==> src/buffer_pkg.sv <==
// shared widths, sample and mask types, command and stream structs
// and state encodings for the capture buffer
package buffer_pkg;

  // parallel adc channels, one memory bank each
  localparam int CHANNELS = 4;
  localparam int DATA_WIDTH = 16;

  typedef logic [DATA_WIDTH-1:0] sample_t;
  // one bit per channel or bank
  typedef logic [CHANNELS-1:0] chan_mask_t;
  // 0 to CHANNELS inclusive
  typedef logic [$clog2(CHANNELS+1)-1:0] chan_count_t;
  typedef logic [$clog2(CHANNELS)-1:0] bank_sel_t;
  // active channels = 1 << mode, modes 0 to 2
  typedef logic [1:0] bank_mode_t;

  typedef struct packed {
    logic arm;
    logic start;
    logic stop;
  } capture_cmd_t;

  // all channels side by side, valid per channel
  typedef struct packed {
    sample_t [CHANNELS-1:0] data;
    chan_mask_t valid;
  } adc_frame_t;

  typedef struct packed {
    sample_t data;
    logic last;
  } readout_beat_t;

  typedef enum logic [1:0] {
    CAPTURE_IDLE,
    TRIGGER_WAIT,
    SAVE_SAMPLES,
    HOLD_SAMPLES
  } capture_state_e;

  typedef enum logic [1:0] {
    DMA_IDLE,
    DMA_READY,
    DMA_ACTIVE
  } readout_state_e;

endpackage

==> src/readout_stream.sv <==
// readout state machine, read address and bank counter, aligned
// valid/last/bank pipeline and the output register
`timescale 1ns/1ps
module readout_stream #(
  parameter int BUFFER_DEPTH = 256,
  parameter int READ_LATENCY = 4
) (
  input  logic                                           adc_clk,
  input  logic                                           adc_reset,
  input  logic                                           capture_done,
  input  logic                                           readout_start_valid,
  output logic                                           readout_start_ready,
  output logic                                           read_en,
  output logic [$clog2(BUFFER_DEPTH)-1:0]                read_addr,
  input  buffer_pkg::sample_t [buffer_pkg::CHANNELS-1:0] read_data,
  output buffer_pkg::readout_beat_t                      readout_data,
  output logic                                           readout_valid,
  input  logic                                           readout_ready,
  output logic                                           readout_done
);

  localparam int ADDR_WIDTH = $clog2(BUFFER_DEPTH);
  localparam int CH = buffer_pkg::CHANNELS;

  buffer_pkg::readout_state_e state;
  logic done_d;
  // start pulse, then active one cycle later
  logic start_pls, active;
  // address counter sits on the final word of the final bank
  logic at_end;
  logic advance;
  buffer_pkg::bank_sel_t bank_sel;
  logic [READ_LATENCY-1:0] valid_pipe, last_pipe;
  buffer_pkg::bank_sel_t [READ_LATENCY-1:0] bank_pipe;
  buffer_pkg::sample_t out_data;
  logic out_last;

  assign readout_start_ready = state == buffer_pkg::DMA_READY;
  // pipeline moves when the output slot is free or being taken
  assign read_en = readout_ready || !readout_valid;
  assign advance = active && read_en;
  assign at_end = (read_addr == ADDR_WIDTH'(BUFFER_DEPTH - 1)) &&
                  (bank_sel == buffer_pkg::bank_sel_t'(CH - 1));
  assign readout_data = '{data: out_data, last: out_last};
  assign readout_done = readout_valid && readout_ready && out_last;

  ////////////////////////////////////////
  // control
  ////////////////////////////////////////
  always_ff @(posedge adc_clk) begin
    if (adc_reset) begin
      done_d <= 1'b0;
      start_pls <= 1'b0;
      active <= 1'b0;
    end else begin
      done_d <= capture_done;
      // ready is still high the cycle after a start, so block a second pulse
      start_pls <= readout_start_valid && readout_start_ready && !start_pls;
      if (start_pls) begin
        active <= 1'b1;
      end else if (advance && at_end) begin
        active <= 1'b0;
      end
    end
  end

  always_ff @(posedge adc_clk) begin
    if (adc_reset) begin
      state <= buffer_pkg::DMA_IDLE;
    end else begin
      unique case (state)
        buffer_pkg::DMA_IDLE: if (done_d) state <= buffer_pkg::DMA_READY;
        buffer_pkg::DMA_READY: if (start_pls) state <= buffer_pkg::DMA_ACTIVE;
        buffer_pkg::DMA_ACTIVE: if (readout_done) state <= buffer_pkg::DMA_IDLE;
        default: state <= buffer_pkg::DMA_IDLE;
      endcase
    end
  end

  // walk bank 0 first, every address, then the next bank
  always_ff @(posedge adc_clk) begin
    if (adc_reset || start_pls) begin
      read_addr <= '0;
      bank_sel <= '0;
    end else if (advance) begin
      if (read_addr == ADDR_WIDTH'(BUFFER_DEPTH - 1)) begin
        read_addr <= '0;
        bank_sel <= at_end ? '0 : bank_sel + 1'b1;
      end else begin
        read_addr <= read_addr + 1'b1;
      end
    end
  end

  ////////////////////////////////////////
  // pipelines matched to memory latency
  ////////////////////////////////////////
  always_ff @(posedge adc_clk) begin
    if (adc_reset) begin
      valid_pipe <= '0;
      last_pipe <= '0;
      readout_valid <= 1'b0;
      out_last <= 1'b0;
    end else if (read_en) begin
      valid_pipe <= {valid_pipe[READ_LATENCY-2:0], active};
      last_pipe <= {last_pipe[READ_LATENCY-2:0], active && at_end};
      readout_valid <= valid_pipe[READ_LATENCY-1];
      out_last <= last_pipe[READ_LATENCY-1];
    end
  end

  // output mux picks the bank the word was read from
  always_ff @(posedge adc_clk) begin
    if (read_en) begin
      bank_pipe <= {bank_pipe[READ_LATENCY-2:0], bank_sel};
      out_data <= read_data[bank_pipe[READ_LATENCY-1]];
    end
  end

  // stalled beat holds until the sink takes it
  assert property (@(posedge adc_clk) disable iff (adc_reset)
    readout_valid && !readout_ready |=> readout_valid && $stable(readout_data));

endmodule

==> config.mk <==
export PLATFORM = sky130hd
export DESIGN_NAME = readout_stream
export DESIGN_NICKNAME = d
export VERILOG_FILES = /design/src/buffer_pkg.sv /design/src/readout_stream.sv
export SDC_FILE = /design/constraint.sdc
export NUM_CORES = 1
export LEC_CHECK = 0
export BUFFER_PORTS_ARGS = -buffer_cell sky130_fd_sc_hd__buf_2
export CORE_UTILIZATION = 45
export DETAILED_ROUTE_END_ITERATION = 7
export PLACE_DENSITY = 0.82
export SLEW_MARGIN = 5
export SYNTH_ARGS = -nofsm -noshare
export SYNTH_HDL_FRONTEND = slang
export SYNTH_SLANG_ARGS = --single-unit
==> constraint.sdc <==
create_clock -name adc_clk -period 3.5 [get_ports adc_clk]
set_clock_uncertainty 0.1 [all_clocks]
set_input_delay 0.35 -clock adc_clk [delete_from_list [all_inputs] [get_ports adc_clk]]
set_output_delay 0.35 -clock adc_clk [all_outputs]
set_load 0.01 [all_outputs]
Word-level counts from Yosys, hierarchy flattened

Cells that the tools add are included.

$add $sub $neg: 2
$mul: 0
Div/mod/pow operators: 0
Order comparisons: 1
Eq/ne operators: 7
Shift operators: 0
Mux-type cells: 10
Bitwise gates (word level): 0
Reduce and logical (&&, ||, !) cells: 16

Operators by type and width:

| operator                                               | number |
|---|---|
| binary-select mux 16 bit (select 2 bit)                | 1 |
| 2-to-1 mux 16 bit                                      | 1 |
| adder 8 x 1 -> 8 bit (second input constant)           | 1 |
| equality test 8 bit (second input constant)            | 1 |
| logical AND 1 bit                                      | 8 |
| 2-to-1 mux 2 bit                                       | 4 |
| 2-to-1 mux 8 bit                                       | 1 |
| case mux 2 bit (3 select lines)                        | 1 |
| equality test 2 bit (second input constant)            | 2 |
| inequality test 2 bit (second input constant)          | 2 |
| < comparator 2 x 3 -> 1 bit (second input constant)    | 1 |
| AND reduction 3 bit                                    | 1 |
| adder 2 x 1 -> 2 bit (second input constant)           | 1 |
| equality test 2 x 1 -> 1 bit (second input constant)   | 1 |
| zero test 1 bit                                        | 2 |
| zero test 2 bit                                        | 1 |
| logical OR 1 bit                                       | 2 |
| 2-to-1 mux 1 bit                                       | 2 |
| inequality test 2 x 1 -> 1 bit (second input constant) | 1 |
| AND reduction 2 bit                                    | 1 |
| nonzero test 2 bit                                     | 1 |

Register bits after elaboration: 49
Latch bits: 0
Memory bits (writable): 0
ROM bits: 0
Input port bits: 69
Output and inout port bits: 29
Memories: 0

Depth between registers and ports, before layout

Gate-level depths: netlist (run 1).

Depth in word-level cells: 6
Mapped depth: 7

Worst setup path before layout (run 1)

OpenSTA, ideal clock, no wires.

Path type: reg-to-reg
Start point: reg readout_valid
End point: reg read_addr[2]
Library setup time: 0.116 ns
Arrival time: 1.464 ns
Required time: 3.284 ns
Path slack: 1.820 ns
Stages on the path, launching flop included: 8
Clock period less this slack: 1.680 ns
Cells stage by stage: dfxtp_1 -> nor2b_1 -> buf_2 -> inv_2 -> buf_2 -> nand3_1 -> xor2_1 -> nor2_1

Longest elaborated chain between the ends: 3

RTL lines:

| element                | line                  | source |
|---|---|---|
| start, declared        | readout_stream.sv:17  | `output logic readout_valid,` |
| start signal, assigned | readout_stream.sv:107 | `readout_valid <= valid_pipe[READ_LATENCY-1];` |
| zero test 1 bit        | readout_stream.sv:40  | `assign read_en = readout_ready \|\| !readout_valid;` |
| logical OR 1 bit       | readout_stream.sv:40  |  |
| named net read_en      | readout_stream.sv:13  | `output logic read_en,` |
| logical AND 1 bit      | readout_stream.sv:41  | `assign advance = active && read_en;` |
| end signal, assigned   | readout_stream.sv:90  | `read_addr <= read_addr + 1'b1;` |
| end, declared          | readout_stream.sv:14  | `output logic [$clog2(BUFFER_DEPTH)-1:0] read_addr,` |

The timed path passes the listed nets, and every way through them passes these cells.
A chain may end at the register's enable or synchronous reset.

Worst setup path in the final report (run 1)

Start point: reg readout_valid
End point: out read_en

Longest elaborated chain between the ends: 2

RTL lines:

| element          | line |
|---|---|
| zero test 1 bit  | readout_stream.sv:40 |
| logical OR 1 bit | readout_stream.sv:40 |
| end, declared    | readout_stream.sv:13 |

No other way between the ends.

==> flow_summary.json, run 1 <==
{
  "run_status": "finished, violations left",
  "violations": "DRC",
  "hold_depth": 2,
  "ys_types": 28,
  "cts_made_buffers": 5,
  "final_cells": 310,
  "r2r_setup_slack_ps": 1480,
  "core-area_um2": 4440,
  "r2r_cells": 6,
  "final-hold-violation-count": 0,
  "routed-via-count": 1665,
  "clockBufferDepth": 2,
  "netlist_top_cells_area": "edfxtp_1, dfxtp_1, mux4_2, nand2_1, a21oi_1",
  "die_w_um": 70.6,
  "max_stage_delay_ps": 520,
  "gr-usage-met3_pct": 6.27,
  "worst_slew_pin_slew_ps": 970,
  "pwr-share-clk_pct": 32.0,
  "fillers": 373,
  "syn_inst": 163,
  "cp-start-kind": "register",
  "start_util_pct": 47.6,
  "syn_area_per_cell_um2": 13.0,
  "post-route-util_pct": 60.9,
  "crit_type": "reg -> out",
  "whs_ps": 169,
  "grt_max_degree": 38,
  "ys.flop_type": "dfxtp_1",
  "switching_share_pct": 20.7,
  "path_clk_slew_ps": 80,
  "power_switching_mw": 0.215,
  "timing.slew.headroom_pct": 35.4,
  "crit_buf_inv": 3,
  "drc": 26,
  "place_congestion": 0.843,
  "drt_iter0_markers": 95,
  "dr.pass1.iters": 6,
  "drive_gt1_share_pct": 47.3,
  "synth_edf_count": 24,
  "dp_hpwl_um": 3740,
  "ant_nets": 0,
  "rsz0062_at_grt": "no",
  "worstPathRequired_ps": 3050,
  "setup_tns_ps": 0,
  "fin_crit_sh_pct": 61.4,
  "cts.sinks": 49,
  "cap_violations": 0,
  "clock_latency_ps": 290,
  "pwr-share-comb_pct": 8.4,
  "hp-class": "in -> reg",
  "crit_path_end_kind": "output port",
  "grtUsageMet2_pct": 35.6,
  "intPower_mw": 0.826,
  "path_max_fanout": 37,
  "grt_overflow": 0,
  "n_antenna_cell": 0,
  "finalSetupViolCount": 0,
  "async_reset_ff_share_pct": 0,
  "total_power_mw": 1.04,
  "yosysSeqAreaShare_pct": 57.7,
  "chipHeight_um": 70.6,
  "seqCellArea_um2": 1220,
  "cts_resized": 0,
  "path_cells": "nor2b_1, buf_4, inv_2, buf_2",
  "arrival_ps": 1700,
  "max_freq_mhz": 465,
  "rows": 24,
  "wl_um": 4930,
  "vias_per_cell": 5.37,
  "cp_top_family": "buffers and inverters",
  "drv_slew": 0,
  "antenna_found_initial": 0,
  "powerDensity_nw_per_um2": 385,
  "crit_cells": 4,
  "vdd.ir_drop.worst_mv": 0.236,
  "yosysWarningCount": 0,
  "track_usage_pct": 20.2,
  "cts_setup_buffers": 0,
  "h-tree-depth": 2,
  "grt_pass1_wl_um": 7720,
  "cts_hold_buffers": 0,
  "grt_pass1_vias": 1653,
  "grt_use_met1_pct": 25.0,
  "yosysTopAreaCellShare_pct": 34.0,
  "cts_root_buf": "clkbuf_8",
  "synth_nets": 234,
  "dieArea_um2": 4980,
  "critPathSlowestCell": "inv_2",
  "io_pins": 98,
  "synth.cell_area_um2": 2120,
  "seq_power_share_pct": 59.6,
  "ys_ff_latch": 49,
  "drt-wirelength-per-cell_um": 15.9,
  "cts_tree": "done",
  "dp_cells": 302,
  "port_buffers": 97,
  "yosysTopAreaCell": "edfxtp_1",
  "multi_input_area_um2": 827,
  "finish.net_count": 328,
  "p_leak_nw": 1.13,
  "area_delta_synth_final_pct": 27.9,
  "grt_busiest_layer": "met2",
  "period_minus_slack_ps": 2150
}
cells in the final DEF (no fill, tap or decap), drive strengths merged:
cell	n
nor2	10
o21ai	2
and3	3
mux2i	1
edfxtp	24
or2	1
inv	3
mux4	16
clkbuf	8
nor3	6
nor2b	3
a21oi	9
or3	1
dfxtp	25
a22oi	2
nor4	2
xor2	4
ha	2
buf	98
or4	1
a311oi	1
nand2	22
xnor2	2
nand3	8
nand4	4
sequential cells by signal, summed over array words and instances, names as in the netlist:
signal         cells
valid_pipe         4
start_pls          1
read_addr          8
bank_sel           2
out_data          16
bank_pipe          8
state              2
out_last           1
active             1
done_d             1
last_pipe          4
readout_valid      1
power groups by stage:
stage | clock network (mW) | registers (mW) | logic [mW]
floorplan | 0 | 0.638 | 0.0288
global placement | 0 | 0.634 | 0.0824
detailed placement | 0 | 0.634 | 0.0883
CTS | 0.342 | 0.621 | 0.0887
global route | 0.364 | 0.622 | 0.0947
finish | 0.334 | 0.620 | 0.0877
synth_stat cells (2+ instances only):
library cell  count
a21oi_1           9
nand4_1           4
dfxtp_1          25
buf_2             7
nand2_1          22
nand3_1           8
nor2_1           10
xnor2_1           2
nor3_1            6
nor2b_1           3
buf_4             2
xor2_1            4
inv_1             2
ha_1              2
mux4_2           16
buf_1             2
and3_1            3
o21ai_1           2
a22oi_1           2
edfxtp_1         24
layer usage:
metal / vias up / routed length [µm]
li1: 794 / -
met1: 790 / 1910
met2: 75 / 2420
met3: 6 / 543
met4: 0 / 59
met5: - / 0
final cells by class:
class	instances	share of cell area, %
tap	52	2.40
inverter	3	0.416
multi-input combinational	100	30.5
sequential	49	45.1
timing repair buffer	98	18.2
clock buffer	8	3.33
worst paths after layout:
check / startpoint / endpoint
setup reg to reg: readout_valid / read_addr[7]
hold / removal: capture_done / done_d
hold reg to reg: bank_pipe[2] / bank_pipe[4]
setup / recovery: readout_valid / read_en
metrics by stage:
stage | area, µm² | setup WS (ps)
2_1_floorplan | 2120 | 1820
3_3_place_gp | 2620 | 1500
3_5_place_dp | 2620 | 1430
4_1_cts | 2710 | 1340
5_1_grt | 2710 | 1270
6_report | 2710 | 1350
logic make-up (layout without fill, tap and decap cells):
kind of cell               Yosys count  after routing  share of synthesized area, %
and+or+nand+nor                     61             61                          14.2
buffers and inverters               14            109                          3.25
muxes                               17             17                          17.5
adders and majority gates            2              2                          1.18
DFF                                 49             49                          57.7
xor gates and xnor gates             6              6                          2.48
AOI/OAI and AO/OA                   14             14                          3.72
worst register-to-register path: cells and delay by family (launching register included):
| family | cells | cell delay (ps) |
|---|---|---|
| buf+inv | 2 | 710 |
| simple gates | 4 | 840 |
| flops | 1 | 320 |
Power figures use the tool's default switching activity.
==> run 2, diff against run 1 <==
Settings changed: ABC_AREA from default to 1, CORE_UTILIZATION 45 to 43, PLACE_DENSITY 0.82 to 0.81.
Clock period 3.5 ns to 1.9 ns, I/O delays scaled along.
==> flow_summary.json, run 2 <==
{
  "run_status": "finished, violations left",
  "violations": "DRC",
  "place_congestion": 0.755,
  "max_freq_mhz": 595,
  "rsz0062_at_grt": "no",
  "critPathSlowestCell": "dfxtp_1",
  "arrival_ps": 1390,
  "fillers": 447,
  "routed-via-count": 2135,
  "power_switching_mw": 0.440,
  "drv_slew": 0,
  "seq_power_share_pct": 55.8,
  "pwr-share-clk_pct": 35.3,
  "cts.sinks": 49,
  "wl_um": 5250,
  "die_w_um": 74.9,
  "seqCellArea_um2": 1220,
  "rows": 26,
  "post_dp_cell_area_um2": 2850,
  "vias_per_cell": 4.87,
  "grt_pass1_vias": 1789,
  "vdd.ir_drop.worst_mv": 0.356,
  "path_clk_slew_ps": 90,
  "ys_ff_latch": 49,
  "switching_share_pct": 21.4,
  "setup_tns_ps": 0,
  "worst_slew_pin_slew_ps": 415,
  "intPower_mw": 1.62,
  "largest_reg_flops": 16,
  "dieArea_um2": 5610,
  "n_antenna_cell": 0,
  "cts_tree": "done",
  "pwr-share-comb_pct": 8.9,
  "netlist_top_cells_area": "edfxtp_1, dfxtp_1, nor2_1, o21ai_0, nand2_1",
  "yosysTopAreaCellShare_pct": 31.6,
  "grt_max_degree": 33,
  "crit_type": "reg -> out",
  "chipHeight_um": 74.9,
  "async_reset_ff_share_pct": 0,
  "ant_nets": 0,
  "finish.net_count": 438,
  "yosysSeqAreaShare_pct": 53.5,
  "synth.cell_area_um2": 2280,
  "fin_crit_sh_pct": 88.4,
  "dr.pass1.iters": 6,
  "cts_root_buf": "clkbuf_8",
  "dp_hpwl_um": 3850,
  "path_max_fanout": 20,
  "clock_latency_ps": 300,
  "yosysMostFrequentCell": "nor2_1",
  "clockBufferDepth": 2,
  "cp_top_family": "buffers and inverters",
  "synth_common_cells": "nor2_1, o21ai_0, nand2_1",
  "ys.flop_type": "dfxtp_1",
  "finalSetupViolCount": 0,
  "drt_iter0_markers": 130,
  "grt_pass1_wl_um": 7480,
  "drive_gt1_share_pct": 34.0,
  "powerDensity_nw_per_um2": 693,
  "track_usage_pct": 17.7,
  "grt_overflow": 0,
  "largestRegisters": "out_data (16), bank_pipe (8), read_addr (8)",
  "top_register": "out_data",
  "syn_inst": 267,
  "crit_path_end_kind": "output port",
  "port_buffers": 97,
  "h-tree-depth": 2,
  "drt-wirelength-per-cell_um": 12.0,
  "max_stage_delay_ps": 370,
  "final_common_cell": "buf_2",
  "synth_nets": 338,
  "final-hold-violation-count": 0,
  "io_pins": 98,
  "cap_violations": 0,
  "p_leak_nw": 1.38,
  "multi_input_area_um2": 928,
  "start_util_pct": 44.7,
  "worstPathRequired_ps": 1610,
  "core-area_um2": 5110,
  "final_cell_area_um2": 2970,
  "antenna_found_initial": 0,
  "period_minus_slack_ps": 1680,
  "cts_made_buffers": 5,
  "synth_edf_count": 24,
  "yosysWarningCount": 0,
  "cts_resized": 0,
  "timing.slew.headroom_pct": 72.3,
  "crit_buf_inv": 2,
  "mostFrequentLayoutCells": "buf_2, nor2_1, o21ai_0",
  "hp-class": "in -> reg",
  "drc": 1,
  "cp-start-kind": "register",
  "area_delta_synth_final_pct": 30.1,
  "yosysTopAreaCell": "edfxtp_1",
  "syn_area_per_cell_um2": 8.55,
  "path_cells": "nand2_4, buf_4, buf_2",
  "ys_types": 27
}
[run 2: cell count changes after synthesis, sizes merged, moves of 4 or more]
cell | before | now
nor2 | 10 | 67
o21ai | 2 | 41
inv | 3 | 23
mux4 | 16 | 0
o22ai | 0 | 16
nand2 | 22 | 36
buf | 11 | 3
clkbuf | 0 | 7
xor2 | 4 | 0
[run 2: final cells by class]
cell class	count	area share, %
Timing Repair Buffer	103	17.9
Clock inverter	3	1.39
Tap cell	70	2.95
Sequential cell	49	41.1
Clock buffer	5	2.32
Multi-Input combinational cell	184	31.3
Inverter	24	3.03
[run 2: routing by layer]
layer	global-route usage (%)	part of all wire (%)	up-vias
li1	-	-	1095
met1	18.9	43	944
met2	34.3	49	90
met3	4.95	7.6	6
met4	3.77	0.76	0
met5	0	0	-
[run 2: cells by family after synthesis]
group                      Yosys count  synth area share [%]
AOI/OAI and AO/OA                   68                  16.1
DFF                                 49                  53.5
and+or+nand+nor                    114                  23.5
buffers and inverters               34                  5.86
adders and majority gates            2                  1.10
[run 2: through the flow]
step	power, mW	instances	util, %	hold WS [ps]	setup WS (ps)
after CTS	2.07	438	58.2	2.25	212
final	2.06	438	58.2	9.42	221
after global routing	2.14	438	58.2	16.4	136
after detailed placement	1.35	429	55.8	301	481
after global placement	1.35	429	55.8	294	544
after floorplan	1.25	267	-	197	470
[run 2: power by group through the flow]
stage                     Combinational, mW  Sequential [mW]  Clock [mW]
final                                 0.182             1.15       0.727
after global routing                  0.203             1.15       0.782
after CTS                             0.184             1.15       0.740
after detailed placement              0.181             1.17           0
after global placement                0.178             1.17           0
after floorplan                      0.0618             1.19           0
[run 2: worst paths after layout]
path	from	endpoint	slack, ps	depth (start not counted)
max	readout_valid	read_en	220	3
min	readout_start_valid	start_pls	9	3
max reg2reg	read_addr[1]	bank_sel[0]	450	8
min reg2reg	bank_pipe[2]	bank_pipe[4]	330	0
[run 2: tightest hold or removal path, delay by kind of cell]
| kind | cells | cell delay, ps |
|---|---|---|
| AND/OR/NAND/NOR | 2 | 90 |
| buffers and inverters | 1 | 90 |
[run 2: what timing repair did]
| action | CTS | global route |
|---|---|---|
| setup buffers | 0 | 0 |
| hold buffers | 1 | 0 |
| hold endpoints to repair | 1 | 0 |
==> run 3, diff against run 2 <==
Settings changed: RECOVER_POWER from default to 50.
==> flow_summary.json, run 3 (synthesis gave the netlist of run 2 again) <==
{
  "run_status": "complete, no violations",
  "antenna_found_initial": 0,
  "cts_made_buffers": 5,
  "crit_type": "reg -> out",
  "ant_nets": 0,
  "final_common_cell": "buf_2",
  "top_register": "out_data",
  "dp_hpwl_um": 3850,
  "p_leak_nw": 1.29,
  "hp-class": "in -> reg",
  "grt_pass1_wl_um": 7480,
  "grt_max_degree": 33,
  "clock_latency_ps": 300,
  "port_buffers": 97,
  "cts_resized": 0,
  "worstPathRequired_ps": 1610,
  "clockBufferDepth": 2,
  "area_delta_synth_final_pct": 27.8,
  "start_util_pct": 44.7,
  "cts_root_buf": "clkbuf_8",
  "core-area_um2": 5110,
  "routed-via-count": 2119,
  "period_minus_slack_ps": 1650,
  "cts.sinks": 49,
  "cap_violations": 0,
  "cts_hold_buffers": 1,
  "largest_reg_flops": 16,
  "finalSetupViolCount": 0,
  "largestRegisters": "out_data (16), bank_pipe (8), read_addr (8)",
  "grt_pass1_vias": 1789,
  "drt_iter0_markers": 129,
  "fin_crit_sh_pct": 86.7,
  "powerDensity_nw_per_um2": 703,
  "n_antenna_cell": 0,
  "finish.net_count": 438,
  "path_clk_slew_ps": 90,
  "vias_per_cell": 4.84,
  "mostFrequentLayoutCells": "buf_2, nor2_1, o21ai_0",
  "final_cells": 438,
  "drive_gt1_share_pct": 26.6,
  "die_w_um": 74.9,
  "cp-start-kind": "register",
  "rows": 26,
  "cts_setup_buffers": 0,
  "arrival_ps": 1360,
  "timing.slew.headroom_pct": 65.0,
  "max_freq_mhz": 607,
  "dp_cells": 429,
  "h-tree-depth": 2,
  "chipHeight_um": 74.9,
  "io_pins": 98,
  "vdd.ir_drop.worst_mv": 0.355,
  "setup_tns_ps": 0,
  "drv_slew": 0,
  "wl_um": 5220,
  "drt-wirelength-per-cell_um": 11.9,
  "cts_tree": "done",
  "rsz0062_at_grt": "no",
  "dr.pass1.iters": 6,
  "crit_path_end_kind": "output port",
  "final-hold-violation-count": 0,
  "dieArea_um2": 5610,
  "worst_slew_pin_slew_ps": 526,
  "track_usage_pct": 17.7,
  "path_max_fanout": 20,
  "grt_overflow": 0,
  "place_congestion": 0.755,
  "drc": 0,
  "fillers": 461
}
==> run 3: routing by layer <==
metal / part of all wire, % / global-route usage, % / vias to the layer above / routed length [µm]
li1: - / - / 1095 / -
met1: 43 / 18.9 / 934 / 2250
met2: 49 / 34.3 / 84 / 2540
met3: 7.5 / 4.95 / 6 / 392
met4: 0.77 / 3.77 / 0 / 40
met5: 0 / 0 / - / 0
==> run 3: where the power goes <==
| group | leakage (nW) | switching (mW) | internal, mW |
|---|---|---|---|
| clock | 0.0518 | 0.340 | 0.388 |
| sequential | 0.470 | 0.0124 | 1.14 |
| combinational | 0.771 | 0.0883 | 0.0866 |
==> run 3: layout make-up <==
type / instances / area, µm² / share of cell area (%)
clock buffers: 5 / 68.8 / 2.36
clock inverters: 3 / 41.3 / 1.41
inverters: 24 / 90.1 / 3.09
multi-input cells: 184 / 912 / 31.2
flip-flops and latches: 49 / 1220 / 41.8
well taps: 70 / 87.6 / 3.00
repair buffers: 103 / 498 / 17.1
==> run 3: path summary, 6_finish.rpt <==
| check | start | to | slack [ps] | cells past startpoint |
|---|---|---|---|---|
| setup / recovery | readout_valid | read_en | 250 | 3 |
| hold / removal | readout_start_valid | start_pls | 9 | 3 |
| setup reg to reg | readout_valid | bank_sel[0] | 280 | 8 |
| hold reg to reg | bank_pipe[2] | bank_pipe[4] | 330 | 0 |
==> run 3: critical path, stage by stage (launching register included) <==
cell     delay (ps)
dfxtp_1         370
nand2_4         190
buf_4           300
buf_2           190
==> run 3: through the flow <==
step / area (µm²) / total power [mW] / hold WS [ps] / util, % / setup WS (ps)
2_1_floorplan: 2280 / 1.25 / 197 / - / 470
3_3_place_gp: 2850 / 1.35 / 294 / 55.8 / 544
3_5_place_dp: 2850 / 1.35 / 301 / 55.8 / 481
4_1_cts: 2970 / 2.07 / 2.25 / 58.2 / 212
5_1_grt: 2920 / 2.13 / 16.4 / 57.2 / 172
6_report: 2920 / 2.05 / 9.49 / 57.2 / 253
